--- config.mk ---
export PLATFORM = sky130hd
export DESIGN_NAME = soc_top
export DESIGN_NICKNAME = d
export VERILOG_FILES = /design/src/design/soc_bus_pkg.sv /design/src/design/soc_map_pkg.sv /design/src/design/axil_xbar.sv /design/src/design/natv_gpio.sv /design/src/design/axil2apb_bridge.sv /design/src/design/apb_timer.sv /design/src/design/soc_top.sv
export SDC_FILE = /design/constraint.sdc
export NUM_CORES = 1
export LEC_CHECK = 0
export BUFFER_PORTS_ARGS = -buffer_cell sky130_fd_sc_hd__buf_4
export CORE_MARGIN = 2
export CORE_UTILIZATION = 45
export DETAILED_ROUTE_END_ITERATION = 16
export PLACE_DENSITY_LB_ADDON = 0.1
export SYNTH_ARGS = -nofsm -noshare
export SYNTH_HDL_FRONTEND = slang
export SYNTH_SLANG_ARGS = --single-unit
--- constraint.sdc ---
create_clock -name clk_i -period 8.3 [get_ports clk_i]
set_input_delay 0.83 -clock clk_i [delete_from_list [all_inputs] [get_ports clk_i]]
set_output_delay 0.83 -clock clk_i [all_outputs]
set_load 0.1 [all_outputs]
--- src/design/soc_bus_pkg.sv ---
package soc_bus_pkg;

  typedef logic [31:0] addr_t;
  typedef logic [31:0] data_t;
  typedef logic [3:0] strb_t;
  typedef logic [1:0] resp_t;

  localparam resp_t RESP_OKAY   = 2'd0;
  localparam resp_t RESP_SLVERR = 2'd2;
  localparam resp_t RESP_DECERR = 2'd3;

  // ~~~~~~~~~~~~~~~~~~~~~~~~~~~~~~~~~~~~~~~~~~~~~~~~~~
  // AXI4-Lite, split by the side that drives it
  // ~~~~~~~~~~~~~~~~~~~~~~~~~~~~~~~~~~~~~~~~~~~~~~~~~~
  typedef struct packed {
    logic  aw_valid;
    addr_t aw_addr;
    logic  w_valid;
    data_t w_data;
    strb_t w_strb;
    logic  b_ready;
    logic  ar_valid;
    addr_t ar_addr;
    logic  r_ready;
  } axil_req_t;

  typedef struct packed {
    logic  aw_ready;
    logic  w_ready;
    logic  b_valid;
    resp_t b_resp;
    logic  ar_ready;
    logic  r_valid;
    data_t r_data;
    resp_t r_resp;
  } axil_rsp_t;

  // ~~~~~~~~~~~~~~~~~~~~~~~~~~~~~~~~~~~~~~~~~~~~~~~~~~
  // APB
  // ~~~~~~~~~~~~~~~~~~~~~~~~~~~~~~~~~~~~~~~~~~~~~~~~~~
  typedef struct packed {
    addr_t paddr;
    logic  psel;
    logic  penable;
    logic  pwrite;
    data_t pwdata;
    strb_t pstrb;
  } apb_req_t;

  typedef struct packed {
    logic  pready;
    data_t prdata;
    logic  pslverr;
  } apb_rsp_t;

  // expands a byte strobe into a bit mask over the data word
  function automatic data_t strb_mask(strb_t strb);
    data_t mask;
    for (int i = 0; i < 4; i++) begin
      mask[i*8 +: 8] = {8{strb[i]}};
    end
    return mask;
  endfunction

endpackage

--- src/design/soc_map_pkg.sv ---
package soc_map_pkg;

  // offset of a register inside its 4 KB region
  typedef logic [11:0] reg_off_t;

  // ~~~~~~~~~~~~~~~~~~~~~~~~~~~~~~~~~~~~~~~~~~~~~~~~~~
  // region decode
  // ~~~~~~~~~~~~~~~~~~~~~~~~~~~~~~~~~~~~~~~~~~~~~~~~~~
  localparam logic [31:0] NATV_BASE   = 32'h1000_0000;
  localparam logic [31:0] APB_BASE    = 32'h2000_0000;
  // the bits above the mask pick the region, the rest is the register offset
  localparam logic [31:0] REGION_MASK = 32'hFFFF_F000;

  // ~~~~~~~~~~~~~~~~~~~~~~~~~~~~~~~~~~~~~~~~~~~~~~~~~~
  // register offsets
  // ~~~~~~~~~~~~~~~~~~~~~~~~~~~~~~~~~~~~~~~~~~~~~~~~~~
  localparam reg_off_t GPIO_OUT  = 12'h000;
  localparam reg_off_t GPIO_OEN  = 12'h004;
  // read only, reflects the synchronized pins
  localparam reg_off_t GPIO_IN   = 12'h008;
  localparam reg_off_t GPIO_IE   = 12'h00C;
  // write one to clear
  localparam reg_off_t GPIO_PEND = 12'h010;

  localparam reg_off_t TMR_LOAD  = 12'h000;
  // bit 0 enables the count
  localparam reg_off_t TMR_CTRL  = 12'h004;
  localparam reg_off_t TMR_COUNT = 12'h008;
  // bit 0 is the sticky flag, write one to clear
  localparam reg_off_t TMR_STAT  = 12'h00C;

  // interrupt vector layout
  localparam int IRQ_NUM  = 2;
  localparam int IRQ_GPIO = 0;
  localparam int IRQ_TMR  = 1;

endpackage

--- src/design/axil_xbar.sv ---
module axil_xbar (
  input  logic                   clk_i,
  input  logic                   rst_n_i,
  input  soc_bus_pkg::axil_req_t mgr_req_i,
  output soc_bus_pkg::axil_rsp_t mgr_rsp_o,
  output soc_bus_pkg::axil_req_t natv_req_o,
  input  soc_bus_pkg::axil_rsp_t natv_rsp_i,
  output soc_bus_pkg::axil_req_t apb_req_o,
  input  soc_bus_pkg::axil_rsp_t apb_rsp_i
);
  import soc_bus_pkg::*;
  import soc_map_pkg::*;

  typedef enum logic [1:0] {
    XB_IDLE,
    XB_FWD,
    XB_RESP
  } xb_state_e;

  xb_state_e state_q;
  logic      aw_got_q;
  logic      w_got_q;
  logic      a_sent_q;
  logic      w_sent_q;
  logic      is_wr_q;
  logic      sel_apb_q;
  addr_t     aw_addr_q;
  addr_t     addr_q;
  data_t     wdata_q;
  strb_t     wstrb_q;
  data_t     rdata_q;
  resp_t     resp_q;

  logic      aw_hs;
  logic      w_hs;
  logic      wr_go;
  logic      rd_go;
  addr_t     go_addr;
  logic      hit_natv;
  logic      hit_apb;
  logic      mgr_done;
  axil_req_t dn_req;
  axil_rsp_t dn_rsp;
  logic      dn_a_hs;
  logic      dn_w_hs;
  logic      dn_done;

  // ~~~~~~~~~~~~~~~~~~~~~~~~~~~~~~~~~~~~~~~~~~~~~~~~~~
  // manager side
  // ~~~~~~~~~~~~~~~~~~~~~~~~~~~~~~~~~~~~~~~~~~~~~~~~~~
  // a read only wins while no beat of a write has been taken yet
  assign mgr_rsp_o.ar_ready = (state_q == XB_IDLE) && mgr_req_i.ar_valid
                              && !aw_got_q && !w_got_q;
  assign mgr_rsp_o.aw_ready = (state_q == XB_IDLE) && mgr_req_i.aw_valid && !aw_got_q
                              && (w_got_q || !mgr_req_i.ar_valid);
  assign mgr_rsp_o.w_ready  = (state_q == XB_IDLE) && mgr_req_i.w_valid && !w_got_q
                              && (aw_got_q || !mgr_req_i.ar_valid);
  assign mgr_rsp_o.b_valid  = (state_q == XB_RESP) && is_wr_q;
  assign mgr_rsp_o.b_resp   = resp_q;
  assign mgr_rsp_o.r_valid  = (state_q == XB_RESP) && !is_wr_q;
  assign mgr_rsp_o.r_data   = rdata_q;
  assign mgr_rsp_o.r_resp   = resp_q;

  assign aw_hs    = mgr_req_i.aw_valid && mgr_rsp_o.aw_ready;
  assign w_hs     = mgr_req_i.w_valid && mgr_rsp_o.w_ready;
  assign rd_go    = mgr_req_i.ar_valid && mgr_rsp_o.ar_ready;
  assign wr_go    = (aw_got_q || aw_hs) && (w_got_q || w_hs);
  assign mgr_done = (mgr_rsp_o.b_valid && mgr_req_i.b_ready)
                    || (mgr_rsp_o.r_valid && mgr_req_i.r_ready);

  assign go_addr  = rd_go ? mgr_req_i.ar_addr : (aw_got_q ? aw_addr_q : mgr_req_i.aw_addr);
  assign hit_natv = (go_addr & REGION_MASK) == NATV_BASE;
  assign hit_apb  = (go_addr & REGION_MASK) == APB_BASE;

  // ~~~~~~~~~~~~~~~~~~~~~~~~~~~~~~~~~~~~~~~~~~~~~~~~~~
  // downstream replay
  // ~~~~~~~~~~~~~~~~~~~~~~~~~~~~~~~~~~~~~~~~~~~~~~~~~~
  always_comb begin
    dn_req = '0;
    if (state_q == XB_FWD) begin
      dn_req.aw_valid = is_wr_q && !a_sent_q;
      dn_req.aw_addr  = addr_q;
      dn_req.w_valid  = is_wr_q && !w_sent_q;
      dn_req.w_data   = wdata_q;
      dn_req.w_strb   = wstrb_q;
      dn_req.b_ready  = is_wr_q;
      dn_req.ar_valid = !is_wr_q && !a_sent_q;
      dn_req.ar_addr  = addr_q;
      dn_req.r_ready  = !is_wr_q;
    end
  end

  assign natv_req_o = sel_apb_q ? '0 : dn_req;
  assign apb_req_o  = sel_apb_q ? dn_req : '0;
  assign dn_rsp     = sel_apb_q ? apb_rsp_i : natv_rsp_i;

  assign dn_a_hs = (dn_req.aw_valid && dn_rsp.aw_ready) || (dn_req.ar_valid && dn_rsp.ar_ready);
  assign dn_w_hs = dn_req.w_valid && dn_rsp.w_ready;
  assign dn_done = (dn_req.b_ready && dn_rsp.b_valid) || (dn_req.r_ready && dn_rsp.r_valid);

  always_ff @(posedge clk_i or negedge rst_n_i) begin
    if (!rst_n_i) begin
      state_q   <= XB_IDLE;
      aw_got_q  <= 1'b0;
      w_got_q   <= 1'b0;
      a_sent_q  <= 1'b0;
      w_sent_q  <= 1'b0;
      is_wr_q   <= 1'b0;
      sel_apb_q <= 1'b0;
    end else begin
      unique case (state_q)
        XB_IDLE: begin
          if (rd_go || wr_go) begin
            aw_got_q  <= 1'b0;
            w_got_q   <= 1'b0;
            a_sent_q  <= 1'b0;
            w_sent_q  <= 1'b0;
            is_wr_q   <= wr_go;
            sel_apb_q <= hit_apb;
            // unmapped addresses skip the peripherals entirely
            state_q   <= (hit_natv || hit_apb) ? XB_FWD : XB_RESP;
          end else begin
            if (aw_hs) aw_got_q <= 1'b1;
            if (w_hs) w_got_q <= 1'b1;
          end
        end
        XB_FWD: begin
          if (dn_a_hs) a_sent_q <= 1'b1;
          if (dn_w_hs) w_sent_q <= 1'b1;
          if (dn_done) state_q <= XB_RESP;
        end
        XB_RESP: begin
          if (mgr_done) state_q <= XB_IDLE;
        end
        default: state_q <= XB_IDLE;
      endcase
    end
  end

  always_ff @(posedge clk_i) begin
    if (aw_hs) aw_addr_q <= mgr_req_i.aw_addr;
    if (w_hs) begin
      wdata_q <= mgr_req_i.w_data;
      wstrb_q <= mgr_req_i.w_strb;
    end
    if (rd_go || wr_go) begin
      addr_q  <= go_addr & ~REGION_MASK;
      // stands as the answer unless a subordinate replaces it
      resp_q  <= RESP_DECERR;
      rdata_q <= '0;
    end else if (dn_done) begin
      resp_q  <= dn_req.b_ready ? dn_rsp.b_resp : dn_rsp.r_resp;
      rdata_q <= dn_rsp.r_data;
    end
  end

  // a port counts as busy while it gets a request or still presents a response
  assert property (@(posedge clk_i) disable iff (!rst_n_i)
    !((natv_req_o.aw_valid || natv_req_o.w_valid || natv_req_o.ar_valid
       || natv_rsp_i.b_valid || natv_rsp_i.r_valid)
      && (apb_req_o.aw_valid || apb_req_o.w_valid || apb_req_o.ar_valid
          || apb_rsp_i.b_valid || apb_rsp_i.r_valid)))
    else $error("xbar has transactions open on both downstream ports");

endmodule

--- src/design/natv_gpio.sv ---
module natv_gpio #(
  parameter int GPIO_WIDTH = 8
) (
  input  logic                   clk_i,
  input  logic                   rst_n_i,
  input  soc_bus_pkg::axil_req_t req_i,
  output soc_bus_pkg::axil_rsp_t rsp_o,
  input  logic [GPIO_WIDTH-1:0]  gpio_in_i,
  output logic [GPIO_WIDTH-1:0]  gpio_out_o,
  output logic [GPIO_WIDTH-1:0]  gpio_oen_o,
  output logic                   irq_o
);
  import soc_bus_pkg::*;
  import soc_map_pkg::*;

  typedef logic [GPIO_WIDTH-1:0] pin_t;

  pin_t     out_q;
  pin_t     oen_q;
  pin_t     ie_q;
  pin_t     pend_q;
  pin_t     sync1_q;
  pin_t     sync2_q;
  pin_t     prev_q;
  pin_t     rise;
  pin_t     pmask;
  pin_t     pdata;
  logic     b_valid_q;
  logic     r_valid_q;
  resp_t    b_resp_q;
  resp_t    r_resp_q;
  data_t    rdata_q;
  data_t    rd_word;
  logic     rd_known;
  logic     wr_known;
  logic     wr_en;
  logic     rd_en;
  reg_off_t wr_off;
  reg_off_t rd_off;

  // aw and w are taken together, and only while no response is waiting
  assign wr_en = req_i.aw_valid && req_i.w_valid && !b_valid_q && !r_valid_q;
  assign rd_en = req_i.ar_valid && !req_i.aw_valid && !b_valid_q && !r_valid_q;

  assign rsp_o.aw_ready = wr_en;
  assign rsp_o.w_ready  = wr_en;
  assign rsp_o.ar_ready = rd_en;
  assign rsp_o.b_valid  = b_valid_q;
  assign rsp_o.b_resp   = b_resp_q;
  assign rsp_o.r_valid  = r_valid_q;
  assign rsp_o.r_data   = rdata_q;
  assign rsp_o.r_resp   = r_resp_q;

  assign wr_off   = reg_off_t'(req_i.aw_addr);
  assign rd_off   = reg_off_t'(req_i.ar_addr);
  assign wr_known = wr_off inside {GPIO_OUT, GPIO_OEN, GPIO_IN, GPIO_IE, GPIO_PEND};
  assign pmask    = pin_t'(strb_mask(req_i.w_strb));
  assign pdata    = pin_t'(req_i.w_data);

  // a pin counts as rising once it is past the synchronizer
  assign rise  = sync2_q & ~prev_q;
  assign irq_o = |(pend_q & ie_q);

  assign gpio_out_o = out_q;
  assign gpio_oen_o = oen_q;

  always_comb begin
    rd_known = 1'b1;
    case (rd_off)
      GPIO_OUT:  rd_word = data_t'(out_q);
      GPIO_OEN:  rd_word = data_t'(oen_q);
      GPIO_IN:   rd_word = data_t'(sync2_q);
      GPIO_IE:   rd_word = data_t'(ie_q);
      GPIO_PEND: rd_word = data_t'(pend_q);
      default: begin
        rd_word  = '0;
        rd_known = 1'b0;
      end
    endcase
  end

  always_ff @(posedge clk_i or negedge rst_n_i) begin
    if (!rst_n_i) begin
      out_q     <= '0;
      oen_q     <= '0;
      ie_q      <= '0;
      pend_q    <= '0;
      sync1_q   <= '0;
      sync2_q   <= '0;
      prev_q    <= '0;
      b_valid_q <= 1'b0;
      r_valid_q <= 1'b0;
    end else begin
      sync1_q <= gpio_in_i;
      sync2_q <= sync1_q;
      prev_q  <= sync2_q;
      pend_q  <= pend_q | rise;
      if (wr_en) begin
        case (wr_off)
          GPIO_OUT:  out_q <= (out_q & ~pmask) | (pdata & pmask);
          GPIO_OEN:  oen_q <= (oen_q & ~pmask) | (pdata & pmask);
          GPIO_IE:   ie_q <= (ie_q & ~pmask) | (pdata & pmask);
          // a new edge in the same cycle keeps its pending bit
          GPIO_PEND: pend_q <= (pend_q & ~(pdata & pmask)) | rise;
          default: ;
        endcase
      end
      if (wr_en) b_valid_q <= 1'b1;
      else if (req_i.b_ready) b_valid_q <= 1'b0;
      if (rd_en) r_valid_q <= 1'b1;
      else if (req_i.r_ready) r_valid_q <= 1'b0;
    end
  end

  always_ff @(posedge clk_i) begin
    if (wr_en) b_resp_q <= wr_known ? RESP_OKAY : RESP_SLVERR;
    if (rd_en) begin
      rdata_q  <= rd_word;
      r_resp_q <= rd_known ? RESP_OKAY : RESP_SLVERR;
    end
  end

  assert property (@(posedge clk_i) disable iff (!rst_n_i)
    !(rsp_o.b_valid && rsp_o.r_valid))
    else $error("gpio answers a read and a write together");

endmodule

--- src/design/axil2apb_bridge.sv ---
module axil2apb_bridge (
  input  logic                   clk_i,
  input  logic                   rst_n_i,
  input  soc_bus_pkg::axil_req_t req_i,
  output soc_bus_pkg::axil_rsp_t rsp_o,
  output soc_bus_pkg::apb_req_t  apb_req_o,
  input  soc_bus_pkg::apb_rsp_t  apb_rsp_i
);
  import soc_bus_pkg::*;

  typedef enum logic [1:0] {
    BR_IDLE,
    BR_SETUP,
    BR_ACCESS,
    BR_RESP
  } br_state_e;

  br_state_e state_q;
  logic      is_wr_q;
  addr_t     paddr_q;
  data_t     pwdata_q;
  strb_t     pstrb_q;
  data_t     prdata_q;
  resp_t     resp_q;
  logic      wr_take;
  logic      rd_take;
  logic      apb_done;
  logic      axi_done;

  // a write needs both beats present before it is taken
  assign wr_take  = (state_q == BR_IDLE) && req_i.aw_valid && req_i.w_valid;
  assign rd_take  = (state_q == BR_IDLE) && req_i.ar_valid && !req_i.aw_valid;
  assign apb_done = (state_q == BR_ACCESS) && apb_rsp_i.pready;
  assign axi_done = (rsp_o.b_valid && req_i.b_ready) || (rsp_o.r_valid && req_i.r_ready);

  assign rsp_o.aw_ready = wr_take;
  assign rsp_o.w_ready  = wr_take;
  assign rsp_o.ar_ready = rd_take;
  assign rsp_o.b_valid  = (state_q == BR_RESP) && is_wr_q;
  assign rsp_o.b_resp   = resp_q;
  assign rsp_o.r_valid  = (state_q == BR_RESP) && !is_wr_q;
  assign rsp_o.r_data   = prdata_q;
  assign rsp_o.r_resp   = resp_q;

  // ~~~~~~~~~~~~~~~~~~~~~~~~~~~~~~~~~~~~~~~~~~~~~~~~~~
  // APB side
  // ~~~~~~~~~~~~~~~~~~~~~~~~~~~~~~~~~~~~~~~~~~~~~~~~~~
  assign apb_req_o.paddr   = paddr_q;
  assign apb_req_o.psel    = (state_q == BR_SETUP) || (state_q == BR_ACCESS);
  assign apb_req_o.penable = state_q == BR_ACCESS;
  assign apb_req_o.pwrite  = is_wr_q;
  assign apb_req_o.pwdata  = pwdata_q;
  assign apb_req_o.pstrb   = pstrb_q;

  always_ff @(posedge clk_i or negedge rst_n_i) begin
    if (!rst_n_i) begin
      state_q <= BR_IDLE;
      is_wr_q <= 1'b0;
    end else begin
      unique case (state_q)
        BR_IDLE: begin
          if (wr_take || rd_take) begin
            is_wr_q <= wr_take;
            state_q <= BR_SETUP;
          end
        end
        BR_SETUP:  state_q <= BR_ACCESS;
        // wait states stretch the access phase
        BR_ACCESS: if (apb_done) state_q <= BR_RESP;
        BR_RESP:   if (axi_done) state_q <= BR_IDLE;
        default:   state_q <= BR_IDLE;
      endcase
    end
  end

  always_ff @(posedge clk_i) begin
    if (wr_take) begin
      paddr_q  <= req_i.aw_addr;
      pwdata_q <= req_i.w_data;
      pstrb_q  <= req_i.w_strb;
    end else if (rd_take) begin
      paddr_q  <= req_i.ar_addr;
      pwdata_q <= '0;
      // APB wants no strobes on a read
      pstrb_q  <= '0;
    end
    if (apb_done) begin
      prdata_q <= apb_rsp_i.prdata;
      resp_q   <= apb_rsp_i.pslverr ? RESP_SLVERR : RESP_OKAY;
    end
  end

  // every access phase follows a setup phase with psel already high
  assert property (@(posedge clk_i) disable iff (!rst_n_i)
    apb_req_o.penable |-> apb_req_o.psel && $past(apb_req_o.psel))
    else $error("penable without a preceding setup phase");

endmodule

--- src/design/apb_timer.sv ---
module apb_timer (
  input  logic                  clk_i,
  input  logic                  rst_n_i,
  input  soc_bus_pkg::apb_req_t apb_req_i,
  output soc_bus_pkg::apb_rsp_t apb_rsp_o,
  output logic                  irq_o
);
  import soc_bus_pkg::*;
  import soc_map_pkg::*;

  data_t    load_q;
  data_t    count_q;
  logic     en_q;
  logic     flag_q;
  reg_off_t off;
  logic     known;
  logic     wr_en;
  data_t    wmask;
  data_t    load_next;
  logic     wrap;
  logic     stat_clr;

  assign off       = reg_off_t'(apb_req_i.paddr);
  assign known     = off inside {TMR_LOAD, TMR_CTRL, TMR_COUNT, TMR_STAT};
  assign wr_en     = apb_req_i.psel && apb_req_i.penable && apb_req_i.pwrite && known;
  assign wmask     = strb_mask(apb_req_i.pstrb);
  assign load_next = (load_q & ~wmask) | (apb_req_i.pwdata & wmask);
  assign wrap      = en_q && (count_q == '0);
  assign stat_clr  = wr_en && (off == TMR_STAT) && apb_req_i.pstrb[0] && apb_req_i.pwdata[0];

  assign apb_rsp_o.pready  = 1'b1;
  assign apb_rsp_o.pslverr = apb_req_i.psel && !known;
  assign irq_o             = flag_q;

  always_comb begin
    case (off)
      TMR_LOAD:  apb_rsp_o.prdata = load_q;
      TMR_CTRL:  apb_rsp_o.prdata = {31'd0, en_q};
      TMR_COUNT: apb_rsp_o.prdata = count_q;
      TMR_STAT:  apb_rsp_o.prdata = {31'd0, flag_q};
      default:   apb_rsp_o.prdata = '0;
    endcase
  end

  always_ff @(posedge clk_i or negedge rst_n_i) begin
    if (!rst_n_i) begin
      load_q  <= '0;
      count_q <= '0;
      en_q    <= 1'b0;
      flag_q  <= 1'b0;
    end else begin
      // writing LOAD also restarts the count from the new value
      if (wr_en && (off == TMR_LOAD)) begin
        load_q  <= load_next;
        count_q <= load_next;
      end else if (en_q) begin
        count_q <= wrap ? load_q : count_q - 1'b1;
      end
      if (wr_en && (off == TMR_CTRL) && apb_req_i.pstrb[0]) en_q <= apb_req_i.pwdata[0];
      // an expiry in the same cycle as the clear keeps the flag set
      flag_q <= (flag_q && !stat_clr) || wrap;
    end
  end

endmodule

--- src/design/soc_top.sv ---
module soc_top #(
  parameter int GPIO_WIDTH = 8
) (
  input  logic                             clk_i,
  input  logic                             rst_n_i,
  input  soc_bus_pkg::axil_req_t           mgr_req_i,
  output soc_bus_pkg::axil_rsp_t           mgr_rsp_o,
  input  logic [GPIO_WIDTH-1:0]            gpio_in_i,
  output logic [GPIO_WIDTH-1:0]            gpio_out_o,
  output logic [GPIO_WIDTH-1:0]            gpio_oen_o,
  output logic [soc_map_pkg::IRQ_NUM-1:0] irq_o
);
  import soc_bus_pkg::*;
  import soc_map_pkg::*;

  axil_req_t natv_req;
  axil_rsp_t natv_rsp;
  axil_req_t apb_axil_req;
  axil_rsp_t apb_axil_rsp;
  apb_req_t  apb_req;
  apb_rsp_t  apb_rsp;
  logic      gpio_irq;
  logic      tmr_irq;

  // peripheral interrupts gathered into one vector
  assign irq_o[IRQ_GPIO] = gpio_irq;
  assign irq_o[IRQ_TMR]  = tmr_irq;

  axil_xbar u_axil_xbar (
    .clk_i     (clk_i),
    .rst_n_i   (rst_n_i),
    .mgr_req_i (mgr_req_i),
    .mgr_rsp_o (mgr_rsp_o),
    .natv_req_o(natv_req),
    .natv_rsp_i(natv_rsp),
    .apb_req_o (apb_axil_req),
    .apb_rsp_i (apb_axil_rsp)
  );

  // ~~~~~~~~~~~~~~~~~~~~~~~~~~~~~~~~~~~~~~~~~~~~~~~~~~
  // native region
  // ~~~~~~~~~~~~~~~~~~~~~~~~~~~~~~~~~~~~~~~~~~~~~~~~~~
  natv_gpio #(
    .GPIO_WIDTH(GPIO_WIDTH)
  ) u_natv_gpio (
    .clk_i     (clk_i),
    .rst_n_i   (rst_n_i),
    .req_i     (natv_req),
    .rsp_o     (natv_rsp),
    .gpio_in_i (gpio_in_i),
    .gpio_out_o(gpio_out_o),
    .gpio_oen_o(gpio_oen_o),
    .irq_o     (gpio_irq)
  );

  // ~~~~~~~~~~~~~~~~~~~~~~~~~~~~~~~~~~~~~~~~~~~~~~~~~~
  // APB region
  // ~~~~~~~~~~~~~~~~~~~~~~~~~~~~~~~~~~~~~~~~~~~~~~~~~~
  axil2apb_bridge u_axil2apb_bridge (
    .clk_i    (clk_i),
    .rst_n_i  (rst_n_i),
    .req_i    (apb_axil_req),
    .rsp_o    (apb_axil_rsp),
    .apb_req_o(apb_req),
    .apb_rsp_i(apb_rsp)
  );

  apb_timer u_apb_timer (
    .clk_i    (clk_i),
    .rst_n_i  (rst_n_i),
    .apb_req_i(apb_req),
    .apb_rsp_o(apb_rsp),
    .irq_o    (tmr_irq)
  );

endmodule

Yosys cells after proc, flatten, opt, wreduce, memory -nomap -nowiden. Index checks and enable logic that the tools add are counted.

$add $sub $neg: 1. Equal/unequal tests: 25. Mux-type cells: 45. Bitwise logic cells: 19. Reductions and logical operators: 105.

Operators with widths (number): $mux 105 (3); $mux 32 (7); $pmux 32 s4 (1); $eq 12x4->1 const B (6); $and 32x32->32 (2); $and 8x8->8 (7); $logic_and 1x1->1 (51); $mux 41 (1); $or 8x8->8 (5); $pmux 8 s5 (1); $eq 12x3->1 const B (3); $logic_not 12->1 (3); $logic_not 32->1 (1); $not 32->32 (1); $or 32x32->32 (1); $sub 32x1->32 const B (1); $eq 12x5->1 const B (2); $mux 12 (2); $not 8->8 (3); $eq 20x17->1 const B (1); $eq 20x18->1 const B (1); $mux 2 (10); $mux 8 (2); $reduce_and 2->1 (8); 18 further kinds (72).

Flip-flop bits (word level): 367. Bits of input ports: 115. Output and inout bits: 59. Word-level logic and storage cells: 231.

Logic depth before layout (Yosys ltp). Gate-level depths: netlist of the first run.

Depth in word-level cells: 13. Mapped depth: 9. Mapped depth without buffers: 7.

Cells and area by module. From an unflattened synthesis of the first run, not the netlist that was laid out.

Cells, all modules: 1544. Area, all modules: 17868.4 um^2.

By module, submodules not included: axil_xbar (times used 1, cells an instance 600, area each 6558.8 um^2, sequential area each 3283.1 um^2); apb_timer (times used 1, cells an instance 458, area each 4394.2 um^2, sequential area each 1651.6 um^2); axil2apb_bridge (times used 1, cells an instance 279, area each 3990.1 um^2, sequential area each 3108.0 um^2); natv_gpio (times used 1, cells an instance 205, area each 2910.3 um^2, sequential area each 1751.7 um^2); soc_top (times used 1, cells an instance 2, area each 15.0 um^2, sequential area each 0.0 um^2).

Worst setup path before layout of the first run. Ideal clock, no wire load.

Kind: reg2reg. From: register u_axil_xbar.aw_got_q. To: register u_axil_xbar.wdata_q[0] (enable). Data arrival time: 3.530 ns. Required time: 7.826 ns. Path slack: 4.296 ns. Cell stages (with the launch flop): 5. Cell sequence: dfrtp_1 -> clkbuf_1 -> clkbuf_1 -> o21ai_0 -> nor3_1.

Cells in the longest elaborated chain, start to end: 3.

RTL lines: start, declared (RTL line axil_xbar.sv:21) `logic aw_got_q;`; start signal, assigned (RTL line axil_xbar.sv:104) `aw_got_q <= 1'b0;`; start signal, assigned (RTL line axil_xbar.sv:114) `aw_got_q <= 1'b0;`; start signal, assigned (RTL line axil_xbar.sv:123) `if (aw_hs) aw_got_q <= 1'b1;`; $logic_or 1x1->1 (RTL line axil_xbar.sv:57) `&& (aw_got_q || !mgr_req_i.ar_valid);`; $logic_and 1x1->1 (RTL line axil_xbar.sv:57); $logic_and 1x1->1 (RTL line axil_xbar.sv:65) `assign w_hs = mgr_req_i.w_valid && mgr_rsp_o.w_ready;`; named net u_axil_xbar.w_hs (RTL line axil_xbar.sv:35) `logic w_hs;`; end signal, assigned (RTL line axil_xbar.sv:143) `wdata_q <= mgr_req_i.w_data;`; end, declared (RTL line axil_xbar.sv:29) `data_t wdata_q;`.

The timed path passes the listed nets, and every way through them passes these cells. A chain may end at the register's enable or synchronous reset.

==> impl_metrics.json, run 1 <==
{
  "status": "finished clean",
  "ys_top_cells_by_area": "edfxtp_1 (35%), dfrtp_1 (23%), dfxtp_1 (4.6%)",
  "synth-simple-area-share": 0.140,
  "routedWlPerCell_microns": 19.1,
  "multi_input_area_sq_um": 5140,
  "avgSynthCellArea_sq_um": 12.2,
  "clockRootBuffer": "clkbuf_16",
  "max-vdd-ir-drop_mv": 0.161,
  "slew_violations": 0,
  "postCtsSetupRepairBufs": 0,
  "period_share": 0.424,
  "finalNetCount": 1481,
  "grt_start_max_net_pins": 64,
  "postCtsHoldBufs": 0,
  "nFillCells": 2891,
  "final_hold_viol_count": 0,
  "seq_area_sq_um": 9190,
  "hpwlAfterDp_mm": 24.0,
  "syn_nets": 1323,
  "path_clk_slew_ps": 60,
  "drv_cap": 0,
  "ys_seq_area_frac": 0.625,
  "grt.met2_usage": 0.324,
  "post_cts_resize_count": 0,
  "fin_tns_setup_ps": 0,
  "yosys.area.top_type": "edfxtp_1",
  "grt_antenna_before_repair": 0,
  "async_flop_share": 0.397,
  "ys_ff_latch": 340,
  "end_kind": "output port",
  "die_x_microns": 185,
  "fp.dieH_microns": 185,
  "die-area_sq_um": 34200,
  "core-area_sq_um": 32400,
  "rrSetupSlack_ps": 5340,
  "firstDrtPassIters": 7,
  "synthMuxAreaShare": 0.0800,
  "drt-total-wl_mm": 35.0,
  "clock-sinks": 340,
  "instances_no_fill": 1833,
  "cts_buffers": 38,
  "cts.htree.levels": 2,
  "cpMaxStageDelayCell": "dfrtp_1",
  "grt.total_usage": 0.207,
  "synth_area_sq_um": 14700,
  "min_period_ps": 3520,
  "ys.flop_type": "edfxtp_1",
  "viasPerCell": 5.54,
  "finalWeightedCongestion": 0.871,
  "cts_tree": "built",
  "power_density_nw_per_um2": 240,
  "yosysWarnings": 0,
  "relSlewSlack": 0.237,
  "clock_skew_ps": 14.1,
  "worstSkewPairLatency_ps": 520,
  "grt_pass1_wl_mm": 55.4,
  "met1_usage": 0.302,
  "io_pins": 174,
  "crit_path_frequent_cell": "buf_4",
  "tightest_slew_ps": 1150,
  "path_delay_family": "flip-flops",
  "crit_cells": 5,
  "r2r-start": "u_apb_timer.count_q[17]",
  "synth_edf_count": 171,
  "synth-compound-area-share": 0.109,
  "critPathArrivalTime_ps": 2690,
  "netlist_instances": 1203,
  "crit_chain": "nor3_1 > nand2_1 > clkinv_1 > buf_4 > buf_4",
  "clockBufferDepth": 3,
  "via_count": 10200,
  "max_stage_delay_ps": 800,
  "port_buffers": 173,
  "drc_errors": 0,
  "p_leak_nw": 7.36,
  "worst-path-buf-inv": 3,
  "rsz0062_at_grt": "no",
  "antenna_cells": 0,
  "finalPower_mw": 4.24,
  "r2r_cells": 6,
  "area_growth_pct": 20.4,
  "drive_gt1_frac": 0.225,
  "dpl_cell_area_sq_um": 16400,
  "required_ps": 7470,
  "synth_xor_area_frac": 0.0137,
  "synth_top_area_frac": 0.349,
  "synth_adder_area_share": 0.00425,
  "grt_pass1_vias": 9906,
  "drt_iter0_markers": 840,
  "core.rowCount": 66,
  "cp_max_fo": 28,
  "grt_busiest_layer": "met2",
  "fmax_mhz": 284,
  "ant_nets": 0,
  "overflow": 0,
  "hold_path.class": "in2async",
  "use_met3": 0.0342,
  "setup_viol": 0,
  "synthDistinctLibCells": 74,
  "critical_path_class": "reg2out",
  "start_util": 0.454,
  "r2r-end": "u_apb_timer.count_q[16]",
  "synth_top_family_by_area": "simple AND/OR/NAND/NOR gates",
  "start_kind": "register",
  "fin_area_sq_um": 17700,
  "dpl.cell_count": 1763
}
==> cell usage in the layout, fill, tap and decap left out, types with 5 or more instances in the layout <==
cell type,instances
a211oi_1,9
a21oi_1,32
a222oi_1,8
a22o_1,39
a311oi_1,6
a31oi_1,13
and2_1,52
and3_1,8
buf_4,195
clkbuf_1,11
clkbuf_16,41
clkinv_1,5
clkinv_2,7
dfrtp_1,135
dfxtp_1,34
edfxtp_1,171
ha_1,5
inv_1,19
mux2_2,43
mux2i_1,67
nand2_1,112
nand2b_1,7
nand3_1,45
nand4_1,13
nor2_1,53
nor2b_1,8
nor3_1,30
nor4_1,26
o21ai_0,53
o221ai_1,12
o31ai_1,10
or3_1,9
or4_1,5
xnor2_1,16
xor2_1,7
==> routing by layer <==
layer | vias up | part of all wire
met5 | - | 0
met2 | 315 | 0.46
met1 | 4970 | 0.46
li1 | 4825 | -
met4 | 0 | 0.017
met3 | 45 | 0.062
==> Yosys cell counts (10+ instances only) <==
library cell,number
a22o_1,39
and2_1,52
dfxtp_1,34
dfrtp_1,135
o31ai_1,10
a31oi_1,13
o21ai_0,54
nor3_1,32
nand3_1,45
mux2i_1,67
nor4_1,26
a21oi_1,32
clkbuf_1,61
nor2_1,53
mux2_2,43
xnor2_1,16
o221ai_1,12
inv_1,20
edfxtp_1,171
nand4_1,13
nand2_1,112
==> cells by family (layout without fill, tap and decap cells) <==
group                    after synthesis  in the layout
XOR/XNOR                              23             23
multiplexers                         111            111
buffers and inverters                 99            287
AO/OA/AOI/OAI                        227            227
flip-flops                           340            340
AND/OR/NAND/NOR                      398            398
adder cells (fa/ha/maj)                5              5
==> flip-flops by register name, summed over array words and instances (netlist names), 2 cells and up, named ones only <==
| signal | flops |
|---|---|
| u_natv_gpio.sync1_q | 8 |
| u_axil_xbar.state_q | 2 |
| u_natv_gpio.sync2_q | 8 |
| u_apb_timer.load_q | 32 |
| u_natv_gpio.prev_q | 8 |
| u_axil_xbar.addr_q | 12 |
| u_apb_timer.count_q | 32 |
| u_axil2apb_bridge.pwdata_q | 32 |
| u_axil_xbar.resp_q | 2 |
| u_axil_xbar.wdata_q | 32 |
| u_axil_xbar.rdata_q | 32 |
| u_axil2apb_bridge.paddr_q | 12 |
| u_natv_gpio.pend_q | 8 |
| u_axil2apb_bridge.prdata_q | 32 |
| u_axil2apb_bridge.state_q | 2 |
| u_natv_gpio.rdata_q | 8 |
| u_axil2apb_bridge.pstrb_q | 4 |
| u_axil_xbar.aw_addr_q | 32 |
| u_axil_xbar.wstrb_q | 4 |
==> final cells by class <==
cell class,instances,share of cell area
Sequential cell,340,0.519
Clock inverter,14,0.00841
Inverter,22,0.00466
Clock buffer,56,0.0634
Timing Repair Buffer,195,0.0827
Tap cell,442,0.0312
Multi-Input combinational cell,764,0.290
==> stage by stage <==
| step | setup WS, ps | hold WS, ps | utilization |
|---|---|---|---|
| 3_3_place_gp | 5310 | 336 | 0.508 |
| 5_1_grt | 4520 | 219 | 0.547 |
| 3_5_place_dp | 5300 | 335 | 0.508 |
| 6_report | 4780 | 208 | 0.547 |
| 4_1_cts | 4740 | 207 | 0.547 |
| 2_1_floorplan | 4300 | 331 | - |
==> where the power goes <==
group	switching [mW]	leakage, nW	internal [mW]
clock network	0.650	0.624	1.03
logic	0.317	3.20	0.157
registers	0.113	3.54	1.97
total	1.08	7.36	3.16
==> worst max path at each step <==
stage                               startpoint  slack, ps                      to
after floorplan           u_axil_xbar.aw_got_q       4300  u_axil_xbar.wdata_q[0]
after global placement    u_axil_xbar.aw_got_q       5310           mgr_rsp_o[39]
after global routing      u_axil_xbar.aw_got_q       4520           mgr_rsp_o[35]
final                     u_axil_xbar.aw_got_q       4780           mgr_rsp_o[35]
after detailed placement  u_axil_xbar.aw_got_q       5300           mgr_rsp_o[35]
after CTS                 u_axil_xbar.aw_got_q       4740           mgr_rsp_o[35]
No activity file was read; power rests on OpenSTA's default activity.
==> run 2: changes to the inputs <==
--- a/config.mk
+++ b/config.mk
@@ -5,6 +5,7 @@
 export SDC_FILE = /design/constraint.sdc
 export NUM_CORES = 1
 export LEC_CHECK = 0
+export ABC_AREA = 1
 export BUFFER_PORTS_ARGS = -buffer_cell sky130_fd_sc_hd__buf_4
 export CORE_MARGIN = 2
 export CORE_UTILIZATION = 45
==> constraint.sdc (replaced) <==
create_clock -name clk_i -period 3.1 [get_ports clk_i]
set_input_delay 0.31 -clock clk_i [delete_from_list [all_inputs] [get_ports clk_i]]
set_output_delay 0.31 -clock clk_i [all_outputs]
set_load 0.1 [all_outputs]
==> impl_metrics.json, run 2 <==
{
  "status": "finished clean",
  "yosysWarnings": 0,
  "power_density_nw_per_um2": 580,
  "syn_nets": 1861,
  "finalNetCount": 2110,
  "grt_start_max_net_pins": 74,
  "crit_chain": "nor2_2 > buf_4 > nand2_1 > o21ai_0 > nand2_1 > inv_1 > nor2_2 > inv_2",
  "slew_violations": 0,
  "clock_skew_ps": 20.8,
  "ant_nets": 0,
  "synth_top_area_frac": 0.330,
  "fp.dieH_microns": 190,
  "overflow": 0,
  "final_common_cell": "nand2_1",
  "via_count": 12800,
  "yosys-top-cells-count": "nand2_1 (438), nor2_1 (205), inv_1 (178)",
  "fin_tns_setup_ps": 0,
  "pre_cts_slack_ps": 200,
  "max_stage_delay_ps": 480,
  "drc_errors": 0,
  "drt-total-wl_mm": 40.5,
  "yosys.area.top_type": "edfxtp_1",
  "p_leak_nw": 8.78,
  "end_kind": "register",
  "synth_area_sq_um": 15600,
  "drt_iter0_markers": 1004,
  "start_util": 0.454,
  "setup_viol": 0,
  "ys.flop_type": "edfxtp_1",
  "die-area_sq_um": 36100,
  "max-vdd-ir-drop_mv": 0.391,
  "path_clk_slew_ps": 60,
  "routedWlPerCell_microns": 16.4,
  "core-area_sq_um": 34300,
  "firstDrtPassIters": 6,
  "cts_tree": "built",
  "netlist_instances": 1741,
  "grt_pass1_wl_mm": 63.7,
  "viasPerCell": 5.17,
  "nFillCells": 3154,
  "port_buffers": 173,
  "clock-sinks": 340,
  "synthDistinctLibCells": 42,
  "clockRootBuffer": "clkbuf_16",
  "final_cell_mix": "nand2_1 (437), nor2_1 (204), buf_4 (201)",
  "relSlewSlack": 0.417,
  "ys_top_cells_by_area": "edfxtp_1 (33%), dfrtp_1 (22%), nand2_1 (11%)",
  "drive_gt1_frac": 0.156,
  "drv_cap": 0,
  "hold_start": "mgr_req_i[8]",
  "cp_max_fo": 36,
  "final_hold_viol_count": 0,
  "start_kind": "register",
  "layout_setup_ws_ps": 589,
  "ys_seq_area_frac": 0.591,
  "async_flop_share": 0.397,
  "fmax_mhz": 398,
  "area_growth_pct": 23.9,
  "cts_buffers": 37,
  "die_x_microns": 190,
  "rsz0062_at_grt": "no",
  "critical_path_class": "reg2reg",
  "r2r-start": "u_axil_xbar.state_q[1]",
  "finalWeightedCongestion": 0.887,
  "core.rowCount": 68,
  "io_pins": 174,
  "critPathArrivalTime_ps": 2670,
  "avgSynthCellArea_sq_um": 8.94,
  "min_period_ps": 2510,
  "hpwlAfterDp_mm": 28.3,
  "synth_edf_count": 171,
  "worstSkewPairLatency_ps": 530,
  "required_ps": 3260,
  "crit_start": "u_axil_xbar.state_q[1]",
  "tightest_slew_ps": 873,
  "cpMaxStageDelayCell": "dfrtp_1",
  "ys_ff_latch": 340,
  "antenna_cells": 0,
  "synth.most_common_cell": "nand2_1",
  "hold_path.class": "in2reg",
  "final_util": 0.562,
  "grt.total_usage": 0.224,
  "grt_antenna_before_repair": 1,
  "cts.htree.levels": 2,
  "period_share": 0.810,
  "grt_pass1_vias": 12100,
  "finalPower_mw": 11.2,
  "clockBufferDepth": 3
}
[run 2: cell count changes after synthesis, sizes merged, moves of 43 or more]
| cell | change |
|---|---|
| nor2 | +167 |
| o21ai | +75 |
| and2 | -52 |
| inv | +166 |
| nand2 | +335 |
| nand3 | +101 |
| mux2 | -43 |
| mux2i | -67 |
[run 2: worst paths after layout]
check / endpoint / slack [ps] / cells past startpoint
setup / recovery: u_axil_xbar.addr_q[10] / 590 / 8
max in group asynchronous: asynchronous set/reset pin / 1850 / 3
min in group asynchronous: u_apb_timer.load_q[17] / 380 / 2
hold / removal: u_axil_xbar.addr_q[7] / 140 / 3
setup reg to reg: u_axil_xbar.addr_q[10] / 590 / 8
hold reg to reg: u_natv_gpio.sync2_q[1] / 350 / 0
[run 2: cells by family after synthesis]
| group | after synthesis | synth area share |
|---|---|---|
| adders and majority gates | 5 | 0.00402 |
| xor gates and xnor gates | 8 | 0.00450 |
| buffers and inverters | 259 | 0.0686 |
| AOI/OAI and AO/OA | 268 | 0.0975 |
| and+or+nand+nor | 861 | 0.235 |
| DFF | 340 | 0.591 |
[run 2: timing repair]
item,4_1_cts,5_1_grt
buffers inserted,0,0
gates resized for setup,0,1
hold endpoints to repair,148,0
hold buffers,77,0
endpoints found under the setup margin,0,31
[run 2: layout make-up]
class	instances	area, sq um	area share
well taps	455	569	0.0295
flip-flops and latches	340	9190	0.477
multi-input cells	1142	5320	0.276
clock inverters	18	154	0.00798
repair buffers	281	2330	0.121
clock buffers	49	1000	0.0520
inverters	188	707	0.0367
[run 2: stage by stage]
step           hold slack (ps)  cells  area, sq um
4_1_cts                    118   2473        19300
2_1_floorplan             14.4   1741        15600
5_1_grt                    147   2473        19300
6_report                   139   2473        19300
3_3_place_gp               335   2329        17400
3_5_place_dp               335   2329        17400
[run 2: layer usage]
metal	global-route usage	wire length, microns	vias up
li1	-	-	6273
met1	0.332	19200	6086
met2	0.349	18100	362
met3	0.0269	2290	69
met4	0.0617	915	0
met5	0	0	-
[run 2: where the power goes]
group / switching, mW / leakage (nW) / total, mW / internal, mW
sequential: 0.205 / 3.77 / 5.51 / 5.31
clock: 1.79 / 0.571 / 4.18 / 2.39
combinational: 1.05 / 4.44 / 1.48 / 0.427
total: 3.05 / 8.78 / 11.2 / 8.13
[run 2: worst max-delay path, delay by kind of cell, from the launching register on]
family	cells	cell delay, ps
flip-flops	1	480
buffers and inverters	3	690
AND/OR/NAND/NOR	4	850
AO/OA/AOI/OAI	1	150
==> run 3: changes to the inputs <==
==> constraint.sdc (replaced) <==
create_clock -name clk_i -period 2.51 [get_ports clk_i]
set_input_delay 0.251 -clock clk_i [delete_from_list [all_inputs] [get_ports clk_i]]
set_output_delay 0.251 -clock clk_i [all_outputs]
set_load 0.1 [all_outputs]
==> impl_metrics.json, run 3 (synthesized netlist as in run 2, its figures left out) <==
{
  "final_cell_mix": "nand2_1 (437), buf_4 (213), nor2_1 (205)",
  "crit_path_frequent_cell": "nand2_1",
  "worst-path-buf-inv": 2,
  "worstSkewPairLatency_ps": 540,
  "rsz0062_at_grt": "no",
  "hold_path.class": "in2reg",
  "r2r-end": "u_natv_gpio.b_resp_q[1]",
  "grt_pass1_wl_mm": 66.2,
  "routedWlPerCell_microns": 16.8,
  "ant_nets": 0,
  "port_buffers": 173,
  "fin_tns_setup_ps": 0,
  "pwr-share-clk": 0.379,
  "drt-total-wl_mm": 41.8,
  "finalWeightedCongestion": 0.921,
  "power.share.sequential": 0.485,
  "start_util": 0.454,
  "relSlewSlack": 0.565,
  "drt_iter0_markers": 1013,
  "swShare": 0.271,
  "fmax_mhz": 428,
  "holdPathStages": 3,
  "firstDrtPassIters": 5,
  "rrSetupSlack_ps": 170,
  "die-area_sq_um": 36100,
  "combPwrFrac": 0.136,
  "final_hold_viol_count": 0,
  "overflow": 0,
  "core-area_sq_um": 34300,
  "critPathArrivalTime_ps": 2620,
  "critical_path_class": "reg2reg",
  "hold_start": "mgr_req_i[0]",
  "drc_errors": 0,
  "setup_viol": 0,
  "end_kind": "register",
  "core.rowCount": 68,
  "post_cts_resize_count": 0,
  "r2r-start": "u_axil_xbar.state_q[0]",
  "grt_start_max_net_pins": 59,
  "grt_pass1_vias": 12300,
  "clockRootBuffer": "clkbuf_16",
  "p_int_mw": 10.2,
  "grt_antenna_before_repair": 3,
  "layout_setup_ws_ps": 171,
  "viasPerCell": 5.10,
  "start_kind": "register",
  "cpMaxStageDelayCell": "dfrtp_1",
  "postCtsHoldBufs": 77,
  "cts_tree": "built",
  "max_stage_delay_ps": 440,
  "crit_cells": 9,
  "cts.htree.levels": 2,
  "finalNetCount": 2124,
  "required_ps": 2790,
  "grt.total_usage": 0.234,
  "nFillCells": 3143,
  "crit_chain": "inv_2 > nor2_4 > buf_4 > o21ai_2 > nor2_1 > nor3_4 > nand2_1 > nand2_1 > nor3_1",
  "drv_cap": 0,
  "max-vdd-ir-drop_mv": 0.476,
  "clock_skew_ps": 13.0,
  "min_period_ps": 2340,
  "postCtsSetupRepairBufs": 0,
  "path_delay_family": "simple AND/OR/NAND/NOR gates",
  "tightest_slew_ps": 652,
  "io_pins": 174,
  "min_to": "u_axil_xbar.state_q[1]",
  "p_switching_mw": 3.81,
  "cts_buffers": 38,
  "pre_cts_slack_ps": 248,
  "cp_max_fo": 16,
  "slew_violations": 0,
  "path_clk_slew_ps": 60,
  "via_count": 12700,
  "power_density_nw_per_um2": 723,
  "clock-sinks": 340,
  "r2r_cells": 9,
  "hpwlAfterDp_mm": 29.2,
  "status": "finished clean",
  "p_leak_nw": 8.86,
  "die_x_microns": 190,
  "final_util": 0.567,
  "area_growth_pct": 24.8,
  "fp.dieH_microns": 190,
  "final_common_cell": "nand2_1",
  "clockBufferDepth": 3,
  "drive_gt1_frac": 0.161,
  "period_share": 0.932
}
[run 3: cell count changes in the layout (fill, tap and decap cells not counted), moves of 2 or more]
cell | before | now
buf_4 | 201 | 213
clkbuf_1 | 10 | 8
clkbuf_8 | 1 | 3
clkinv_1 | 3 | 8
[run 3: metrics by stage]
| stage | total power, mW | cell area, sq um | std cells | hold WS [ps] |
|---|---|---|---|---|
| floorplan | 8.01 | 15600 | 1741 | -44.6 |
| global placement | 8.72 | 17500 | 2342 | 266 |
| detailed placement | 8.75 | 17500 | 2342 | 269 |
| CTS | 14.2 | 19400 | 2489 | 54.3 |
| global route | 14.6 | 19400 | 2489 | 78.7 |
| finish | 14.0 | 19400 | 2490 | 53.3 |
[run 3: worst reg2reg max path, cell delays in order (launching register included)]
cell and delay (ps):
dfrtp_1 440, inv_2 90, nor2_4 310, buf_4 230
o21ai_2 100, nor2_1 190, nor3_4 100, nand2_1 140
nand2_1 80, nor3_1 400
[run 3: power groups by stage]
stage	clock network [mW]	logic (mW)	registers, mW
finish	5.33	1.91	6.81
global route	5.66	2.11	6.86
CTS	5.45	1.93	6.81
detailed placement	0	1.83	6.91
global placement	0	1.81	6.91
floorplan	0	1.17	6.84
[run 3: metal layers]
layer	wire (microns)	global-route usage	up-vias
met5	13	0	-
met4	982	0.0647	2
li1	-	-	6283
met2	18900	0.372	404
met1	19100	0.330	5926
met3	2830	0.0421	73
[run 3: worst max-delay path by stage]
stage                                       startpoint  slack (ps)                       to
after CTS                       u_axil_xbar.state_q[0]         230  u_natv_gpio.b_resp_q[1]
after detailed placement        u_axil_xbar.state_q[0]         250  u_natv_gpio.b_resp_q[1]
final                           u_axil_xbar.state_q[0]         170  u_natv_gpio.b_resp_q[1]
after global routing            u_axil_xbar.state_q[0]         110  u_natv_gpio.b_resp_q[1]
after global placement          u_axil_xbar.state_q[0]         300  u_natv_gpio.b_resp_q[1]
after floorplan           u_axil2apb_bridge.state_q[0]          50  u_apb_timer.count_q[10]
[run 3: area by class of cell]
type	count	area, sq um	share of cell area
Antenna cell	1	2.50	0.000129
Clock buffer	49	1020	0.0526
Clock inverter	21	169	0.00870
Inverter	188	707	0.0364
Multi-Input combinational cell	1142	5320	0.274
Sequential cell	340	9190	0.473
Tap cell	455	569	0.0293
Timing Repair Buffer	294	2440	0.126
